**src/hw/cpuPkg.sv**
```systemverilog
package cpuPkg;

  localparam int dataWidth = 8;
  localparam int addrWidth = 16;
  localparam int uPcWidth  = 6;
  localparam int intCount  = 4;
  localparam int opAltBit  = 4;  // Operand bit 4 marks a lookup target or a high byte

  // ------------------------------------------------------------------
  // Micro-op layout
  typedef enum logic [2:0] {op, eof, eofC, eofNc, eofZ, eofNz} eofT;

  typedef enum logic [4:0] {
    nop, sma, srm, smw, aluOp, inc8, dec8, sx16r, spc, jint, seti, ceti
  } uCmdT;

  typedef enum logic [3:0] {
    a, b, h, l, hl, pcReg, pcHigh, flagsReg, scratch, memData
  } regSelT;

  typedef enum logic [2:0] {aluPass, aluAdd, aluSub, aluAnd, aluXor} aluFuncT;

  typedef enum logic [1:0] {afterReset, startFlow, runFlow, endFlow} seqStateT;

  typedef struct packed {
    logic       reserved;
    logic       incPc;
    eofT        eofCode;
    logic       flagsUpdate;
    uCmdT       cmd;
    logic [4:0] operand;   // {alt, regSelT}
  } uopT;

  // Flag bits, low nibble always zero
  localparam int flagZ = 7;
  localparam int flagN = 6;
  localparam int flagH = 5;
  localparam int flagC = 4;

  localparam logic [dataWidth-1:0] flagsReset = 8'hB0;
  localparam logic [addrWidth-1:0] pcReset    = 16'h0000;

  // Request bit 0 first
  localparam logic [intCount-1:0][addrWidth-1:0] intVectors =
    {16'h0060, 16'h0050, 16'h0048, 16'h0040};

  // ------------------------------------------------------------------
  // Micro-flow entry points
  localparam logic [uPcWidth-1:0] flowFetch     = 6'd0;
  localparam logic [uPcWidth-1:0] flowInterrupt = 6'd2;
  localparam logic [uPcWidth-1:0] flowNop       = 6'd3;
  localparam logic [uPcWidth-1:0] flowLdA       = 6'd4;
  localparam logic [uPcWidth-1:0] flowLdB       = 6'd5;
  localparam logic [uPcWidth-1:0] flowLdH       = 6'd6;
  localparam logic [uPcWidth-1:0] flowLdL       = 6'd7;
  localparam logic [uPcWidth-1:0] flowIncA      = 6'd8;
  localparam logic [uPcWidth-1:0] flowDecA      = 6'd9;
  localparam logic [uPcWidth-1:0] flowAlu       = 6'd10;
  localparam logic [uPcWidth-1:0] flowStore     = 6'd11;
  localparam logic [uPcWidth-1:0] flowJp        = 6'd13;
  localparam logic [uPcWidth-1:0] flowJpZ       = 6'd16;
  localparam logic [uPcWidth-1:0] flowJpC       = 6'd19;
  localparam logic [uPcWidth-1:0] flowEi        = 6'd22;
  localparam logic [uPcWidth-1:0] flowDi        = 6'd23;

  // Opcodes
  localparam logic [dataWidth-1:0] opNop   = 8'h00;
  localparam logic [dataWidth-1:0] opLdB   = 8'h06;
  localparam logic [dataWidth-1:0] opLdH   = 8'h26;
  localparam logic [dataWidth-1:0] opLdL   = 8'h2E;
  localparam logic [dataWidth-1:0] opLdA   = 8'h3E;
  localparam logic [dataWidth-1:0] opIncA  = 8'h3C;
  localparam logic [dataWidth-1:0] opDecA  = 8'h3D;
  localparam logic [dataWidth-1:0] opAddB  = 8'h80;
  localparam logic [dataWidth-1:0] opSubB  = 8'h90;
  localparam logic [dataWidth-1:0] opAndB  = 8'hA0;
  localparam logic [dataWidth-1:0] opXorB  = 8'hA8;
  localparam logic [dataWidth-1:0] opLdHlA = 8'h77;
  localparam logic [dataWidth-1:0] opJp    = 8'hC3;
  localparam logic [dataWidth-1:0] opJpZ   = 8'hCA;
  localparam logic [dataWidth-1:0] opJpC   = 8'hDA;
  localparam logic [dataWidth-1:0] opEi    = 8'hFB;
  localparam logic [dataWidth-1:0] opDi    = 8'hF3;

endpackage
```
**src/hw/cpuCore.sv**
```systemverilog
`timescale 1ns/1ps

module cpuCore (
  input  logic                         iClock,
  input  logic                         reset,
  input  logic [cpuPkg::dataWidth-1:0] readData,
  input  logic [cpuPkg::intCount-1:0]  interruptRequests,
  output logic [cpuPkg::addrWidth-1:0] memAddr,
  output logic [cpuPkg::dataWidth-1:0] writeData,
  output logic                         writeEnable,
  output logic                         readRequest
);
  import cpuPkg::*;

  logic [uPcWidth-1:0]  uPc, flowIndex;
  uopT                  uop;
  aluFuncT              aluFunc;
  logic                 flowEnable, latchOpcode;
  regSelT               readSel, writeSel;
  logic                 regWe, overwritePc, incPc, flagsWe, addrWe;
  logic [addrWidth-1:0] resultData, regData, vector;
  logic [dataWidth-1:0] newFlags, regA, flags;
  logic                 setEnable, enableValue, clearLatch, pending;

  // ------------------------------------------------------------------
  // Control
  flowSequencer u_flowSequencer (
    .iClock         (iClock),
    .reset          (reset),
    .currentUop     (uop),
    .flowIndex      (flowIndex),
    .interruptTaken (pending),
    .flags          (flags),
    .uPc            (uPc),
    .flowEnable     (flowEnable),
    .latchOpcode    (latchOpcode)
  );

  microcodeRom u_microcodeRom (
    .uPc       (uPc),
    .opcode    (readData),
    .uop       (uop),
    .flowIndex (flowIndex),
    .aluFunc   (aluFunc)
  );

  interruptControl u_interruptControl (
    .iClock      (iClock),
    .reset       (reset),
    .flowEnable  (flowEnable),
    .requests    (interruptRequests),
    .setEnable   (setEnable),
    .enableValue (enableValue),
    .clearLatch  (clearLatch),
    .pending     (pending),
    .vector      (vector)
  );

  // ------------------------------------------------------------------
  // Datapath
  aluFlags u_aluFlags (
    .iClock      (iClock),
    .reset       (reset),
    .uop         (uop),
    .flowEnable  (flowEnable),
    .latchOpcode (latchOpcode),
    .aluFunc     (aluFunc),
    .regData     (regData),
    .regA        (regA),
    .flags       (flags),
    .vector      (vector),
    .readSel     (readSel),
    .writeSel    (writeSel),
    .regWe       (regWe),
    .resultData  (resultData),
    .overwritePc (overwritePc),
    .incPc       (incPc),
    .flagsWe     (flagsWe),
    .newFlags    (newFlags),
    .addrWe      (addrWe),
    .writeEnable (writeEnable),
    .readRequest (readRequest),
    .setEnable   (setEnable),
    .enableValue (enableValue),
    .clearLatch  (clearLatch)
  );

  registerFile u_registerFile (
    .iClock      (iClock),
    .reset       (reset),
    .flowEnable  (flowEnable),
    .readSel     (readSel),
    .writeSel    (writeSel),
    .regWe       (regWe),
    .resultData  (resultData),
    .overwritePc (overwritePc),
    .incPc       (incPc),
    .flagsWe     (flagsWe),
    .newFlags    (newFlags),
    .addrWe      (addrWe),
    .readData    (readData),
    .regData     (regData),
    .regA        (regA),
    .flags       (flags),
    .memAddr     (memAddr),
    .writeData   (writeData)
  );

endmodule

```
**src/hw/interruptControl.sv**
```systemverilog
`timescale 1ns/1ps

module interruptControl (
  input  logic                         iClock,
  input  logic                         reset,
  input  logic                         flowEnable,
  input  logic [cpuPkg::intCount-1:0]  requests,
  input  logic                         setEnable,
  input  logic                         enableValue,
  input  logic                         clearLatch,
  output logic                         pending,
  output logic [cpuPkg::addrWidth-1:0] vector
);
  import cpuPkg::*;

  logic [intCount-1:0] latched;
  logic                enabled;
  logic                taken;

  assign taken = flowEnable && clearLatch;

  always_ff @(posedge iClock)
  begin
    if (reset)
    begin
      latched <= '0;
      enabled <= 1'b0;
    end
    else
    begin
      latched <= (taken ? '0 : latched) | requests;  // New requests still caught
      if (taken)
        enabled <= 1'b0;
      else if (flowEnable && setEnable)
        enabled <= enableValue;
    end
  end

  assign pending = enabled && |latched;

  // Lowest set bit wins
  always_comb
  begin
    vector = intVectors[intCount-1];
    for (int i = intCount - 1; i >= 0; i--)
      if (latched[i])
        vector = intVectors[i];
  end

endmodule

```
**src/hw/aluFlags.sv**
```systemverilog
`timescale 1ns/1ps

module aluFlags (
  input  logic                         iClock,
  input  logic                         reset,
  input  cpuPkg::uopT                  uop,
  input  logic                         flowEnable,
  input  logic                         latchOpcode,
  input  cpuPkg::aluFuncT              aluFunc,
  input  logic [cpuPkg::addrWidth-1:0] regData,
  input  logic [cpuPkg::dataWidth-1:0] regA,
  input  logic [cpuPkg::dataWidth-1:0] flags,
  input  logic [cpuPkg::addrWidth-1:0] vector,
  output cpuPkg::regSelT               readSel,
  output cpuPkg::regSelT               writeSel,
  output logic                         regWe,
  output logic [cpuPkg::addrWidth-1:0] resultData,
  output logic                         overwritePc,
  output logic                         incPc,
  output logic                         flagsWe,
  output logic [cpuPkg::dataWidth-1:0] newFlags,
  output logic                         addrWe,
  output logic                         writeEnable,
  output logic                         readRequest,
  output logic                         setEnable,
  output logic                         enableValue,
  output logic                         clearLatch
);
  import cpuPkg::*;

  regSelT               opSel;
  logic                 opAlt;
  aluFuncT              aluFuncReg;
  logic [dataWidth:0]   sum, diff;
  logic [4:0]           halfSum, halfDiff;
  logic [dataWidth-1:0] aluResult;
  logic                 zero;

  assign opSel = regSelT'(uop.operand[3:0]);
  assign opAlt = uop.operand[opAltBit];

  always_ff @(posedge iClock)
  begin
    if (reset)
    begin
      aluFuncReg  <= aluPass;
      readRequest <= 1'b0;
    end
    else
    begin
      if (latchOpcode)
        aluFuncReg <= aluFunc;
      readRequest <= flowEnable && uop.cmd == sma;
    end
  end

  // ------------------------------------------------------------------
  // 8-bit datapath, A against the selected register
  assign sum      = {1'b0, regA} + {1'b0, regData[7:0]};
  assign diff     = {1'b0, regA} - {1'b0, regData[7:0]};
  assign halfSum  = {1'b0, regA[3:0]} + {1'b0, regData[3:0]};
  assign halfDiff = {1'b0, regA[3:0]} - {1'b0, regData[3:0]};

  always_comb
  begin
    case (aluFuncReg)
      aluAdd:  aluResult = sum[7:0];
      aluSub:  aluResult = diff[7:0];
      aluAnd:  aluResult = regA & regData[7:0];
      aluXor:  aluResult = regA ^ regData[7:0];
      default: aluResult = regData[7:0];
    endcase
  end

  always_comb
  begin
    readSel     = opSel;
    writeSel    = opSel;
    regWe       = 1'b0;
    resultData  = '0;
    overwritePc = 1'b0;
    addrWe      = 1'b0;
    setEnable   = 1'b0;
    enableValue = 1'b0;
    clearLatch  = 1'b0;
    case (uop.cmd)
      sma: addrWe = 1'b1;
      srm:
      begin
        readSel    = memData;
        regWe      = 1'b1;
        resultData = {8'h00, regData[7:0]};
      end
      aluOp:
      begin
        regWe      = !opAlt;  // Fetch jump writes nothing
        writeSel   = a;
        resultData = {8'h00, aluResult};
      end
      inc8:
      begin
        regWe      = 1'b1;
        resultData = {8'h00, regData[7:0] + 8'd1};
      end
      dec8:
      begin
        regWe      = 1'b1;
        resultData = {8'h00, regData[7:0] - 8'd1};
      end
      sx16r:
      begin
        writeSel   = scratch;
        regWe      = 1'b1;
        resultData = {8'h00, opAlt ? regData[15:8] : regData[7:0]};
      end
      spc:
      begin
        overwritePc = 1'b1;
        resultData  = regData;
      end
      jint:
      begin
        overwritePc = 1'b1;
        resultData  = vector;
        clearLatch  = 1'b1;
      end
      seti:
      begin
        setEnable   = 1'b1;
        enableValue = 1'b1;
      end
      ceti: setEnable = 1'b1;
      default: ;
    endcase
  end

  assign writeEnable = flowEnable && uop.cmd == smw;
  assign incPc       = uop.incPc;
  assign flagsWe     = uop.flagsUpdate;

  // ------------------------------------------------------------------
  // Flag rules
  assign zero = (resultData[7:0] == 8'h00);

  always_comb
  begin
    newFlags = {flags[7:4], 4'h0};
    case (uop.cmd)
      inc8: {newFlags[flagZ], newFlags[flagN], newFlags[flagH]} =
              {zero, 1'b0, resultData[3:0] == 4'h0};
      dec8: {newFlags[flagZ], newFlags[flagN], newFlags[flagH]} =
              {zero, 1'b1, resultData[3:0] == 4'hF};
      aluOp:
      begin
        case (aluFuncReg)
          aluAdd:  newFlags[7:4] = {zero, 1'b0, halfSum[4], sum[8]};
          aluSub:  newFlags[7:4] = {zero, 1'b1, halfDiff[4], diff[8]};  // Borrows
          aluAnd:  newFlags[7:4] = {zero, 1'b0, 1'b1, 1'b0};
          aluXor:  newFlags[7:4] = {zero, 1'b0, 1'b0, 1'b0};
          default: ;
        endcase
      end
      default: ;
    endcase
  end

endmodule

```
**src/hw/registerFile.sv**
```systemverilog
`timescale 1ns/1ps

module registerFile (
  input  logic                         iClock,
  input  logic                         reset,
  input  logic                         flowEnable,
  input  cpuPkg::regSelT               readSel,
  input  cpuPkg::regSelT               writeSel,
  input  logic                         regWe,
  input  logic [cpuPkg::addrWidth-1:0] resultData,
  input  logic                         overwritePc,
  input  logic                         incPc,
  input  logic                         flagsWe,
  input  logic [cpuPkg::dataWidth-1:0] newFlags,
  input  logic                         addrWe,
  input  logic [cpuPkg::dataWidth-1:0] readData,
  output logic [cpuPkg::addrWidth-1:0] regData,
  output logic [cpuPkg::dataWidth-1:0] regA,
  output logic [cpuPkg::dataWidth-1:0] flags,
  output logic [cpuPkg::addrWidth-1:0] memAddr,
  output logic [cpuPkg::dataWidth-1:0] writeData
);
  import cpuPkg::*;

  logic [dataWidth-1:0] regB, regH, regL;
  logic [addrWidth-1:0] pc, scratchReg;
  regSelT               addrSel;
  logic                 weA, weB, weH, weL, weScratch;

  function automatic logic [addrWidth-1:0] selectReg(regSelT sel);
    case (sel)
      a:        selectReg = {8'h00, regA};
      b:        selectReg = {8'h00, regB};
      h:        selectReg = {8'h00, regH};
      l:        selectReg = {8'h00, regL};
      hl:       selectReg = {regH, regL};
      pcReg:    selectReg = pc;
      pcHigh:   selectReg = {8'h00, pc[15:8]};
      flagsReg: selectReg = {8'h00, flags};
      scratch:  selectReg = scratchReg;
      memData:  selectReg = {8'h00, readData};
      default:  selectReg = '0;
    endcase
  endfunction

  // hl writes both halves
  assign weA       = regWe && writeSel == a;
  assign weB       = regWe && writeSel == b;
  assign weH       = regWe && (writeSel == h || writeSel == hl);
  assign weL       = regWe && (writeSel == l || writeSel == hl);
  assign weScratch = regWe && writeSel == scratch;

  always_comb
  begin
    regData = selectReg(readSel);
    memAddr = selectReg(addrSel);  // Follows the register live
  end

  assign writeData = regData[7:0];

  always_ff @(posedge iClock)
  begin
    if (reset)
    begin
      regA       <= '0;
      regB       <= '0;
      regH       <= '0;
      regL       <= '0;
      flags      <= flagsReset;
      pc         <= pcReset;
      scratchReg <= '0;
      addrSel    <= pcReg;
    end
    else if (flowEnable)
    begin
      if (weA)
        regA <= resultData[7:0];
      if (weB)
        regB <= resultData[7:0];
      if (weH)
        regH <= (writeSel == hl) ? resultData[15:8] : resultData[7:0];
      if (weL)
        regL <= resultData[7:0];
      if (weScratch)
        scratchReg <= {resultData[7:0], scratchReg[15:8]};  // Byte enters at the top
      if (flagsWe)
        flags <= {newFlags[7:4], 4'h0};
      if (overwritePc)
        pc <= resultData;
      else if (incPc)
        pc <= pc + 1'b1;
      if (addrWe)
        addrSel <= readSel;
    end
  end

endmodule

```
**src/hw/microcodeRom.sv**
```systemverilog
`timescale 1ns/1ps

module microcodeRom (
  input  logic [cpuPkg::uPcWidth-1:0]  uPc,
  input  logic [cpuPkg::dataWidth-1:0] opcode,
  output cpuPkg::uopT                  uop,
  output logic [cpuPkg::uPcWidth-1:0]  flowIndex,
  output cpuPkg::aluFuncT              aluFunc
);
  import cpuPkg::*;

  function automatic uopT mkUop(logic incPc, eofT eofCode, logic flagsUpdate, uCmdT cmd,
                                regSelT sel, logic alt);
    mkUop = {1'b0, incPc, eofCode, flagsUpdate, cmd, alt, sel};
  endfunction

  // ------------------------------------------------------------------
  // Opcode lookup
  always_comb
  begin
    case (opcode)
      opLdA:            flowIndex = flowLdA;
      opLdB:            flowIndex = flowLdB;
      opLdH:            flowIndex = flowLdH;
      opLdL:            flowIndex = flowLdL;
      opIncA:           flowIndex = flowIncA;
      opDecA:           flowIndex = flowDecA;
      opAddB, opSubB,
      opAndB, opXorB:   flowIndex = flowAlu;  // Shared, aluFunc picks the operation
      opLdHlA:          flowIndex = flowStore;
      opJp:             flowIndex = flowJp;
      opJpZ:            flowIndex = flowJpZ;
      opJpC:            flowIndex = flowJpC;
      opEi:             flowIndex = flowEi;
      opDi:             flowIndex = flowDi;
      default:          flowIndex = flowNop;
    endcase
  end

  always_comb
  begin
    case (opcode)
      opAddB:  aluFunc = aluAdd;
      opSubB:  aluFunc = aluSub;
      opAndB:  aluFunc = aluAnd;
      opXorB:  aluFunc = aluXor;
      default: aluFunc = aluPass;
    endcase
  end

  // ------------------------------------------------------------------
  // Micro-flows
  always_comb
  begin
    case (uPc)
      flowFetch:     uop = mkUop(1'b0, op,    1'b0, sma,   pcReg,   1'b0);
      flowFetch + 1: uop = mkUop(1'b1, op,    1'b0, aluOp, a,       1'b1); // To opcode flow
      flowInterrupt: uop = mkUop(1'b0, eof,   1'b0, jint,  pcReg,   1'b0);
      flowLdA:       uop = mkUop(1'b1, eof,   1'b0, srm,   a,       1'b0);
      flowLdB:       uop = mkUop(1'b1, eof,   1'b0, srm,   b,       1'b0);
      flowLdH:       uop = mkUop(1'b1, eof,   1'b0, srm,   h,       1'b0);
      flowLdL:       uop = mkUop(1'b1, eof,   1'b0, srm,   l,       1'b0);
      flowIncA:      uop = mkUop(1'b0, eof,   1'b1, inc8,  a,       1'b0);
      flowDecA:      uop = mkUop(1'b0, eof,   1'b1, dec8,  a,       1'b0);
      flowAlu:       uop = mkUop(1'b0, eof,   1'b1, aluOp, b,       1'b0);
      flowStore:     uop = mkUop(1'b0, op,    1'b0, sma,   hl,      1'b0);
      flowStore + 1: uop = mkUop(1'b0, eof,   1'b0, smw,   a,       1'b0);
      // Operand bytes low first into scratch
      flowJp:        uop = mkUop(1'b1, op,    1'b0, sx16r, memData, 1'b0);
      flowJp + 1:    uop = mkUop(1'b1, op,    1'b0, sx16r, memData, 1'b0);
      flowJp + 2:    uop = mkUop(1'b0, eof,   1'b0, spc,   scratch, 1'b0);
      flowJpZ:       uop = mkUop(1'b1, op,    1'b0, sx16r, memData, 1'b0);
      flowJpZ + 1:   uop = mkUop(1'b1, eofNz, 1'b0, sx16r, memData, 1'b0);
      flowJpZ + 2:   uop = mkUop(1'b0, eof,   1'b0, spc,   scratch, 1'b0);
      flowJpC:       uop = mkUop(1'b1, op,    1'b0, sx16r, memData, 1'b0);
      flowJpC + 1:   uop = mkUop(1'b1, eofNc, 1'b0, sx16r, memData, 1'b0);
      flowJpC + 2:   uop = mkUop(1'b0, eof,   1'b0, spc,   scratch, 1'b0);
      flowEi:        uop = mkUop(1'b0, eof,   1'b0, seti,  a,       1'b0);
      flowDi:        uop = mkUop(1'b0, eof,   1'b0, ceti,  a,       1'b0);
      default:       uop = mkUop(1'b0, eof,   1'b0, nop,   a,       1'b0); // NOP flow
    endcase
  end

endmodule

```
**src/hw/flowSequencer.sv**
```systemverilog
`timescale 1ns/1ps

module flowSequencer (
  input  logic                         iClock,
  input  logic                         reset,
  input  cpuPkg::uopT                  currentUop,
  input  logic [cpuPkg::uPcWidth-1:0]  flowIndex,
  input  logic                         interruptTaken,
  input  logic [cpuPkg::dataWidth-1:0] flags,
  output logic [cpuPkg::uPcWidth-1:0]  uPc,
  output logic                         flowEnable,
  output logic                         latchOpcode
);
  import cpuPkg::*;

  seqStateT state;
  seqStateT nextState;
  logic     endOfFlow;

  // ------------------------------------------------------------------
  // Flow state machine
  always_ff @(posedge iClock)
  begin
    if (reset)
      state <= afterReset;
    else
      state <= nextState;
  end

  always_comb
  begin
    case (state)
      afterReset: nextState = startFlow;
      startFlow:  nextState = runFlow;
      runFlow:    nextState = endOfFlow ? endFlow : runFlow;
      endFlow:    nextState = startFlow;
      default:    nextState = afterReset;
    endcase
  end

  // Conditional codes end the flow early
  always_comb
  begin
    case (currentUop.eofCode)
      eof:     endOfFlow = 1'b1;
      eofC:    endOfFlow = flags[flagC];
      eofNc:   endOfFlow = !flags[flagC];
      eofZ:    endOfFlow = flags[flagZ];
      eofNz:   endOfFlow = !flags[flagZ];
      default: endOfFlow = 1'b0;
    endcase
  end

  assign flowEnable = (state == runFlow);

  // Fetch jump is an aluOp with the lookup flag set
  assign latchOpcode = flowEnable && currentUop.cmd == aluOp
                       && currentUop.operand[opAltBit];

  // ------------------------------------------------------------------
  // Micro-PC
  always_ff @(posedge iClock)
  begin
    if (reset)
      uPc <= flowFetch;
    else if (state == startFlow)
      uPc <= interruptTaken ? flowInterrupt : flowFetch;
    else if (latchOpcode)
      uPc <= flowIndex;
    else if (flowEnable)
      uPc <= uPc + 1'b1;
  end

endmodule

```
**config.mk**
```make
export PLATFORM = sky130hd
export DESIGN_NAME = cpuCore
export DESIGN_NICKNAME = d
export VERILOG_FILES = /design/src/hw/cpuPkg.sv /design/src/hw/cpuCore.sv /design/src/hw/interruptControl.sv /design/src/hw/aluFlags.sv /design/src/hw/registerFile.sv /design/src/hw/microcodeRom.sv /design/src/hw/flowSequencer.sv
export SDC_FILE = /design/constraint.sdc
export NUM_CORES = 1
export LEC_CHECK = 0
export ABC_AREA = 1
export BUFFER_PORTS_ARGS = -buffer_cell sky130_fd_sc_hd__buf_4
export CAP_MARGIN = 10
export CORE_UTILIZATION = 57
export CTS_CLUSTER_DIAMETER = 60
export DETAILED_ROUTE_END_ITERATION = 8
export PLACE_DENSITY_LB_ADDON = 0.3
export SLEW_MARGIN = 20
export SYNTH_ARGS = -nofsm -noshare
export SYNTH_HDL_FRONTEND = slang
export SYNTH_HIERARCHICAL = 1
export SYNTH_SLANG_ARGS = --single-unit
```
**constraint.sdc**
```tcl
create_clock -name iClock -period 5.2 [get_ports iClock]
set_input_delay 0.26 -clock iClock [delete_from_list [all_inputs] [get_ports iClock]]
set_output_delay 0.26 -clock iClock [all_outputs]
set_load 0.1 [all_outputs]
```
# [Word-level counts from Yosys, hierarchy flattened]
# Memories as Yosys holds them, arrays and structs flattened. A register that Yosys moved wholly into a read port is not among the register bits.
# Cells that the tools add are included.
[word_totals] mem_bits_ro=448 memories=1 ff_bits=89 output_inout_bits=26 word_cells=168
[mem_list] memory="(name not given)" depth=32 word_bits=14 read_ports=1 rd_ports_with_merged_regs=1 wr=0 line="microcodeRom.sv:55" text="case (uPc)"
[classes] add_sub_neg=8 bitwise=3 reduce_logical=43 mux=34 eq_ne=64
[op_table] op="$pmux W16 S10" n=2
[op_table] op="$pmux W16 S7" n=1
[op_table] op="$eq A8 B8 Y1 const B" n=9
[op_table] op="$pmux W5 S13" n=1
[op_table] op="$eq A8 B6 Y1 const B" n=5
[op_table] op="$eq A4 B3 Y1 const B" n=9
[op_table] op="$mux W6" n=6
[op_table] op="$mux W16" n=2
[op_table] op="$pmux W8 S4" n=1
[op_table] op="$eq A4 B2 Y1 const B" n=6
[op_table] op="$eq A4 B4 Y1 const B" n=6
[op_table] op="$eq A5 B3 Y1 const B" n=4
[op_table] op="$eq A5 B4 Y1 const B" n=4
[op_table] op="$add A16 B1 Y16 const B" n=1
[op_table] op="$logic_not A4 Y1" n=4
[op_table] op="$mux W8" n=2
[op_table] op="$pmux W4 S4" n=1
[op_table] op="$mux W15" n=1
[op_table] op="$reduce_and A2 Y1" n=7
[op_table] op="$eq A3 B2 Y1 const B" n=4
[op_table] op="$eq A4 B1 Y1 const B" n=3
[op_table] op="$logic_and A1 B1 Y1" n=12
[op_table] op="$pmux W3 S4" n=1
[op_table] op="$reduce_or A4 Y1" n=3
[op_table] op="37 further kinds" n=57

# [Longest topological paths before layout]
# Gate-level depths: netlist of run 1.
[logic_depth] word_depth=11 depth_mapped=39

# [Cells and area by module]
# The synthesis of run 1 kept the hierarchy.
[modules_own_cells] module="registerFile" area_per_inst_um2=4485.6 instances=1 seq_area_each_um2=1441.4 cells_per_inst=723
[modules_own_cells] module="aluFlags" area_per_inst_um2=2547.4 instances=1 seq_area_each_um2=80.1 cells_per_inst=443
[modules_own_cells] module="microcodeRom" area_per_inst_um2=835.8 instances=1 seq_area_each_um2=0.0 cells_per_inst=158
[modules_own_cells] module="flowSequencer" area_per_inst_um2=654.4 instances=1 seq_area_each_um2=160.2 cells_per_inst=90
[modules_own_cells] module="interruptControl" area_per_inst_um2=330.3 instances=1 seq_area_each_um2=100.1 cells_per_inst=46

# [Worst setup path before layout of run 1]
# Ideal clock, no wire load.
[synth_path] kind="register to register" from="register u_flowSequencer/uPc[0] (netlist name)" to="register u_registerFile/flags[5] in the netlist's numbering" arrival_ns=4.938 setup_time_ns=0.136 synth_period_minus_slack_ns=5.073 n_path_buf=1 slack_ns=0.127 stages_incl_launch_ff=33 cell_sequence="dfxtp_1 > inv_1 > ha_1 > or2_2 > o211ai_1 > a21oi_1 > a21oi_1 > inv_2 > nand3_2 > inv_2 > nor2_1 > inv_1 > nor2_1 > inv_1 > nor2_1 > buf_2 > nand2_1 > nand3_1 > nor3b_1 > nand3_1 > inv_1 > ha_1 > or2_2 > xor2_1 > ha_1 > nand2_1 > o21ai_0 > xnor2_1 > o21ai_0 > nand2_1 > nand4_1 > nand2_1 > o211ai_1"
[synth_rtl] element="to (signal assigned)" line="registerFile.sv:69" text="flags <= flagsReset;"
[synth_rtl] element="to (signal assigned)" line="registerFile.sv:87" text="flags <= {newFlags[7:4], 4'h0};"
[synth_rtl] element="to (decl)" line="registerFile.sv:19" text="output logic [cpuPkg::dataWidth-1:0] flags,"

==> reports/results.ini, run 1 <==
[final_layout]
post_layout_nonfiller_instances = 1684
proportion_of_layout_cells_with_a_drive_suffix_above_1_pct = 17.1
antenna_cells = 0
commonest_non_fill_non_tap_cell_in_the_layout = sky130_fd_sc_hd__nand2_1
area_growth_pct = 10.9
final_util_pct = 66.0
most-common-layout-cells = sky130_fd_sc_hd__nand2_1, sky130_fd_sc_hd__inv_1, sky130_fd_sc_hd__a21oi_1
nNetsFinal = 1548

[setup_path]
start_kind = flop
endpoint_kind = flop
critical_path.most_common_cell = sky130_fd_sc_hd__inv_1
timing.critical_path.slowest_cell_delay_ns = 0.34
timing.critical_path.arrival_ns = 5.23
timing.critical_path.slowest_stage_cell = sky130_fd_sc_hd__dfxtp_1
r2r_cells = 32
r2r-start = u_flowSequencer/uPc[0]
r2r-end = u_registerFile/pc[7]
worstSetupStartpoint = u_flowSequencer/uPc[0]
worst-r2r-setup-slack_ns = 0.20
criticalPathCategory = reg2reg
path_max_fanout = 8
required_ns = 5.43

[power]
p_leak_uw = 0.00449
power.ir.vdd_worst_uv = 172
cell_internal_pwr_uw = 1310
switching_power_uw = 929
clockPowerShare_pct = 30.8
power_density_nw_per_um2 = 230
power_frac_comb_pct = 37.0
switching_share_pct = 41.4
portion_of_total_power_attributed_to_sequential_cells_pct = 32.2

[sta]
fmax_ghz = 0.200
fin_worst_hold_slack_ns = 0.108
setup-violations-final = 0
worst-slew-pin-transition_ns = 0.928
period_minus_slack_ns = 5.00
post-route-period-util_pct = 96.2
final_max_slew_viol_count = 0
fin_tns_setup_ns = 0
timing_hold_violations_final = 0
skew_ns = 0.0105
timing.max_slew.rel_slack_pct = 37.9

[synthesis]
postSynthAreaPerCell_um2 = 6.06
ys.warnings.count = 6
post_synth_instance_area_um2 = 8780
netlist_instances = 1449

[clock_network]
clock_insertion_delay_worst_skew_ns = 0.36
cts_max_level = 3
worst_setup_hold_path_clk_slew_ns = 0.07
cts_hold_repair.buffers = 0
cts_tree = done
cts-root-to-sink-buffers = 2
cts_made_buffers = 9
cts.sink_count = 89
cts.root.buffer_cell = sky130_fd_sc_hd__clkbuf_16

[worst_hold_path]
hold-path-endpoint = u_interruptControl/latched[3]
min_path_type = in2reg
hp-start = interruptRequests[3]
timing.hold.worst_path_depth = 3

[detailed_routing]
route.detailed.drc = 0
detailedRoute.firstIterationViolations = 1290
drt_first_pass_iters = 6
post_drt_via_cell_ratio = 6.07
wl_per_cell_um = 19.2
routed-via-count = 10227
route.antenna.remaining_nets = 0
postRouteWirelength_mm = 32.3

[global_routing]
grt_antenna_before_repair = 0
gr-usage-met2_pct = 63.0
grt_start_max_net_pins = 51
globalRouteTotalUtil_pct = 40.4
gr-max-usage-layer = met2
grt_pass1_vias = 8987
grt.met1_usage_pct = 54.1
wire_length_of_the_first_global_routing_pass_mm = 49.4
grt.met3_usage_pct = 6.07
grt-ovfl-total = 0

[place]
placed_cells = 1656
io_buffer_count = 39
dp_hpwl_mm = 25.0
gp_routability_congestion = 1.05

[die]
floorplan.rows = 44
die_w_um = 126
die_height_um = 126
floorplan.initialDensity_pct = 59.5
io_pins = 40
floorplan.die_area_um2 = 15900
area_of_the_core_um2 = 14800

[job]
max_cap_viol_count = 0

[status]
status = completed

## layer usage
metal  vias to the layer above  share of wire [%]
li1                       4834                  -
met1                      4663                 41
met2                       610                 43
met3                       120                 10
met4                         0                5.3
met5                         -                  0
## what timing repair did
action                     in CTS  in global routing
setup endpoints to repair      14                 46
resized for setup               5                 37
pin swaps                       0                  5
buffers inserted                0                 12
## flip-flops by register name (all words and copies together) (netlist names)
register	flops
u_interruptControl/enabled	1
u_interruptControl/latched	4
u_registerFile/regL	8
u_flowSequencer/uPc	6
u_registerFile/regH	8
u_registerFile/pc	16
u_aluFlags/readRequest	1
u_registerFile/addrSel	4
u_aluFlags/aluFuncReg	3
u_registerFile/scratchReg	16
u_registerFile/regB	8
u_flowSequencer/state	2
u_registerFile/flags	4
u_registerFile/regA	8
## worst max-delay path by stage
stage                                    endpoint  slack (ns)  cells past startpoint
after floorplan           u_registerFile/flags[5]        0.13                     32
after global placement       u_registerFile/pc[7]       -0.07                     32
after detailed placement     u_registerFile/pc[7]       -0.17                     32
after CTS                  u_registerFile/regH[6]       -0.04                     35
after global routing       u_registerFile/regH[6]       -0.04                     32
final                        u_registerFile/pc[7]        0.20                     32
## power by group through the flow
stage          registers, µW  logic [µW]  clock network, µW
6_report                 722         830                691
5_1_grt                  724         889                717
4_1_cts                  721         782                694
3_5_place_dp             737         776                  0
3_3_place_gp             736         766                  0
2_1_floorplan            745         553                  0
## stage by stage
stage | setup slack (ns) | cell area [µm²] | power, µW
3_3_place_gp | -0.0719 | 9220 | 1500
6_report | 0.196 | 9740 | 2240
3_5_place_dp | -0.165 | 9220 | 1510
5_1_grt | -0.0397 | 9740 | 2330
2_1_floorplan | 0.127 | 8820 | 1300
4_1_cts | -0.0368 | 9540 | 2200
## critical path: cells and delay by family (launching register included)
kind | cells | cell delay [ns]
and+or+nand+nor | 13 | 1.83
AOI/OAI and AO/OA | 8 | 1.09
buffers and inverters | 9 | 1.00
adders and majority gates | 2 | 0.63
DFF | 1 | 0.34
## final cells by class
type	count	area [µm²]
clock inverters	6	73.8
fillers	1437	5010
inverters	236	900
multi-input cells	1075	5890
flip-flops and latches	89	1780
well taps	184	230
clock buffers	10	229
repair buffers	84	634
(Power assumes the default switching activity.)
==> run 2: changes to the inputs <==
--- a/config.mk
+++ b/config.mk
@@ -8,7 +8,9 @@
 export ABC_AREA = 1
 export BUFFER_PORTS_ARGS = -buffer_cell sky130_fd_sc_hd__buf_4
 export CAP_MARGIN = 10
-export CORE_UTILIZATION = 57
+export CELL_PAD_IN_SITES_DETAIL_PLACEMENT = 1
+export CELL_PAD_IN_SITES_GLOBAL_PLACEMENT = 2
+export CORE_UTILIZATION = 31
 export CTS_CLUSTER_DIAMETER = 60
 export DETAILED_ROUTE_END_ITERATION = 8
 export PLACE_DENSITY_LB_ADDON = 0.3
==> reports/results.ini, run 2 (same netlist as run 1, synthesis figures left out) <==
[global_routing]
grt-ovfl-total = 0
wire_length_of_the_first_global_routing_pass_mm = 59.1
grt_antenna_before_repair = 0
globalRouteTotalUtil_pct = 27.3
grt_pass1_vias = 10149
grt_start_max_net_pins = 51

[detailed_routing]
wl_per_cell_um = 20.5
post_drt_via_cell_ratio = 5.35
postRouteWirelength_mm = 38.8
routed-via-count = 10169
route.antenna.remaining_nets = 0
drt_first_pass_iters = 5
detailedRoute.firstIterationViolations = 565
route.detailed.drc = 0

[setup_path]
required_ns = 5.43
endpoint_kind = flop
timing.critical_path.slowest_stage_cell = sky130_fd_sc_hd__fa_1
worstSetupStartpoint = u_flowSequencer/uPc[0]
worst-r2r-setup-slack_ns = 0.29
crit_cells = 31
cp.buffers_inverters = 12
start_kind = flop
r2r-start = u_flowSequencer/uPc[0]
cp_top_family = simple AND/OR/NAND/NOR gates
r2r-end = u_registerFile/scratchReg[9]
path_max_fanout = 7
timing.critical_path.arrival_ns = 5.14
criticalPathCategory = reg2reg
timing.critical_path.slowest_cell_delay_ns = 0.53
r2r_cells = 31
critPathCapture = u_registerFile/scratchReg[9]

[die]
area_of_the_core_um2 = 27800
die_w_um = 170
floorplan.initialDensity_pct = 31.6
die_height_um = 170
io_pins = 40
floorplan.rows = 61
floorplan.die_area_um2 = 29000

[status]
status = completed

[clock_network]
cts-root-to-sink-buffers = 2
worst_setup_hold_path_clk_slew_ns = 0.07
cts.root.buffer_cell = sky130_fd_sc_hd__clkbuf_16
cts.sink_count = 89
cts_max_level = 3
cts_tree = done
clock_insertion_delay_worst_skew_ns = 0.37
cts_made_buffers = 9

[final_layout]
commonest_non_fill_non_tap_cell_in_the_layout = sky130_fd_sc_hd__nand2_1
largest_registers = u_registerFile/pc: 16 flops, u_registerFile/scratchReg: 16 flops
post_layout_nonfiller_instances = 1899
antenna_cells = 0
most-common-layout-cells = sky130_fd_sc_hd__nand2_1, sky130_fd_sc_hd__inv_1, sky130_fd_sc_hd__nor2_1
nNetsFinal = 1569
proportion_of_layout_cells_with_a_drive_suffix_above_1_pct = 18.9
area_growth_pct = 16.3

[place]
placed_cells = 1878
post-place-ws_ns = -0.0406
dp_hpwl_mm = 31.2
io_buffer_count = 39
gp_routability_congestion = 0.948

[sta]
post-route-period-util_pct = 94.5
slack_of_the_critical_path_ns = 0.287
setup-violations-final = 0
period_minus_slack_ns = 4.91
worst-slew-pin-transition_ns = 0.919
final_max_slew_viol_count = 0
skew_ns = 0.00970
timing_hold_violations_final = 0
timing.max_slew.rel_slack_pct = 38.5
fmax_ghz = 0.204

[power]
power.ir.vdd_worst_uv = 133
power_density_nw_per_um2 = 225
totalPowerFinal_uw = 2290
p_leak_uw = 0.00461

[job]
max_cap_viol_count = 0

[worst_hold_path]
min_path_type = in2reg

[run 2: worst min-delay path by stage]
| stage | from | to | slack, ns | depth (start not counted) |
|---|---|---|---|---|
| finish | interruptRequests[3] | u_interruptControl/latched[3] | 0.09 | 3 |
| global route | interruptRequests[0] | u_interruptControl/latched[0] | 0.1 | 3 |
| CTS | interruptRequests[0] | u_interruptControl/latched[0] | 0.08 | 3 |
| detailed placement | u_interruptControl/enabled | u_interruptControl/enabled | 0.46 | 2 |
| global placement | u_interruptControl/enabled | u_interruptControl/enabled | 0.45 | 2 |
| floorplan | reset | u_registerFile/pc[3] | 0.33 | 1 |
[run 2: worst reg2reg max path: cells and delay by family, from the launching register on]
| kind | cells | cell delay, ns |
|---|---|---|
| AO/OA/AOI/OAI | 8 | 1.17 |
| adder cells (fa/ha/maj) | 2 | 0.79 |
| flip-flops | 1 | 0.33 |
| buffers and inverters | 12 | 1.21 |
| AND/OR/NAND/NOR | 9 | 1.26 |
[run 2: what timing repair did]
item                                   in CTS  in global routing
buffers inserted                            0                  5
resized for setup                           2                 53
setup endpoints to repair                   2                 43
endpoints found under the hold margin       0                  0
cloned                                      0                  0
pin swaps                                   0                 10
hold buffers                                0                  0
[run 2: final cells by class]
type / instances / area [µm²]
Multi-Input combinational cell: 1075 / 5950
Inverter: 236 / 902
Clock inverter: 6 / 78.8
Sequential cell: 89 / 1780
Timing Repair Buffer: 105 / 796
Clock buffer: 10 / 229
Tap cell: 378 / 473
Fill cell: 3720 / 17600
[run 2: power breakdown]
group	internal (µW)	total, µW	switching, µW
clock network	380	699	319
registers	705	722	17.1
logic	249	873	624
[run 2: through the flow]
step	util (%)	hold slack, ns	setup TNS [ns]	area, µm²
2_1_floorplan	-	0.329	0	8820
3_3_place_gp	34.8	0.453	-0.0473	9680
3_5_place_dp	34.8	0.460	-0.0406	9680
4_1_cts	36.0	0.0776	0	9990
5_1_grt	36.8	0.0990	-0.0182	10200
6_report	36.8	0.0891	0	10200
[run 2: metal layers]
metal | wire, µm | part of all wire [%] | track usage [%] | vias to the layer above
met3 | 1660 | 4.3 | 3.28 | 72
met2 | 18000 | 46 | 45.4 | 266
met1 | 17700 | 46 | 35.3 | 4963
met4 | 1470 | 3.8 | 11.8 | 0
li1 | - | - | - | 4868
met5 | 0 | 0 | 0 | -
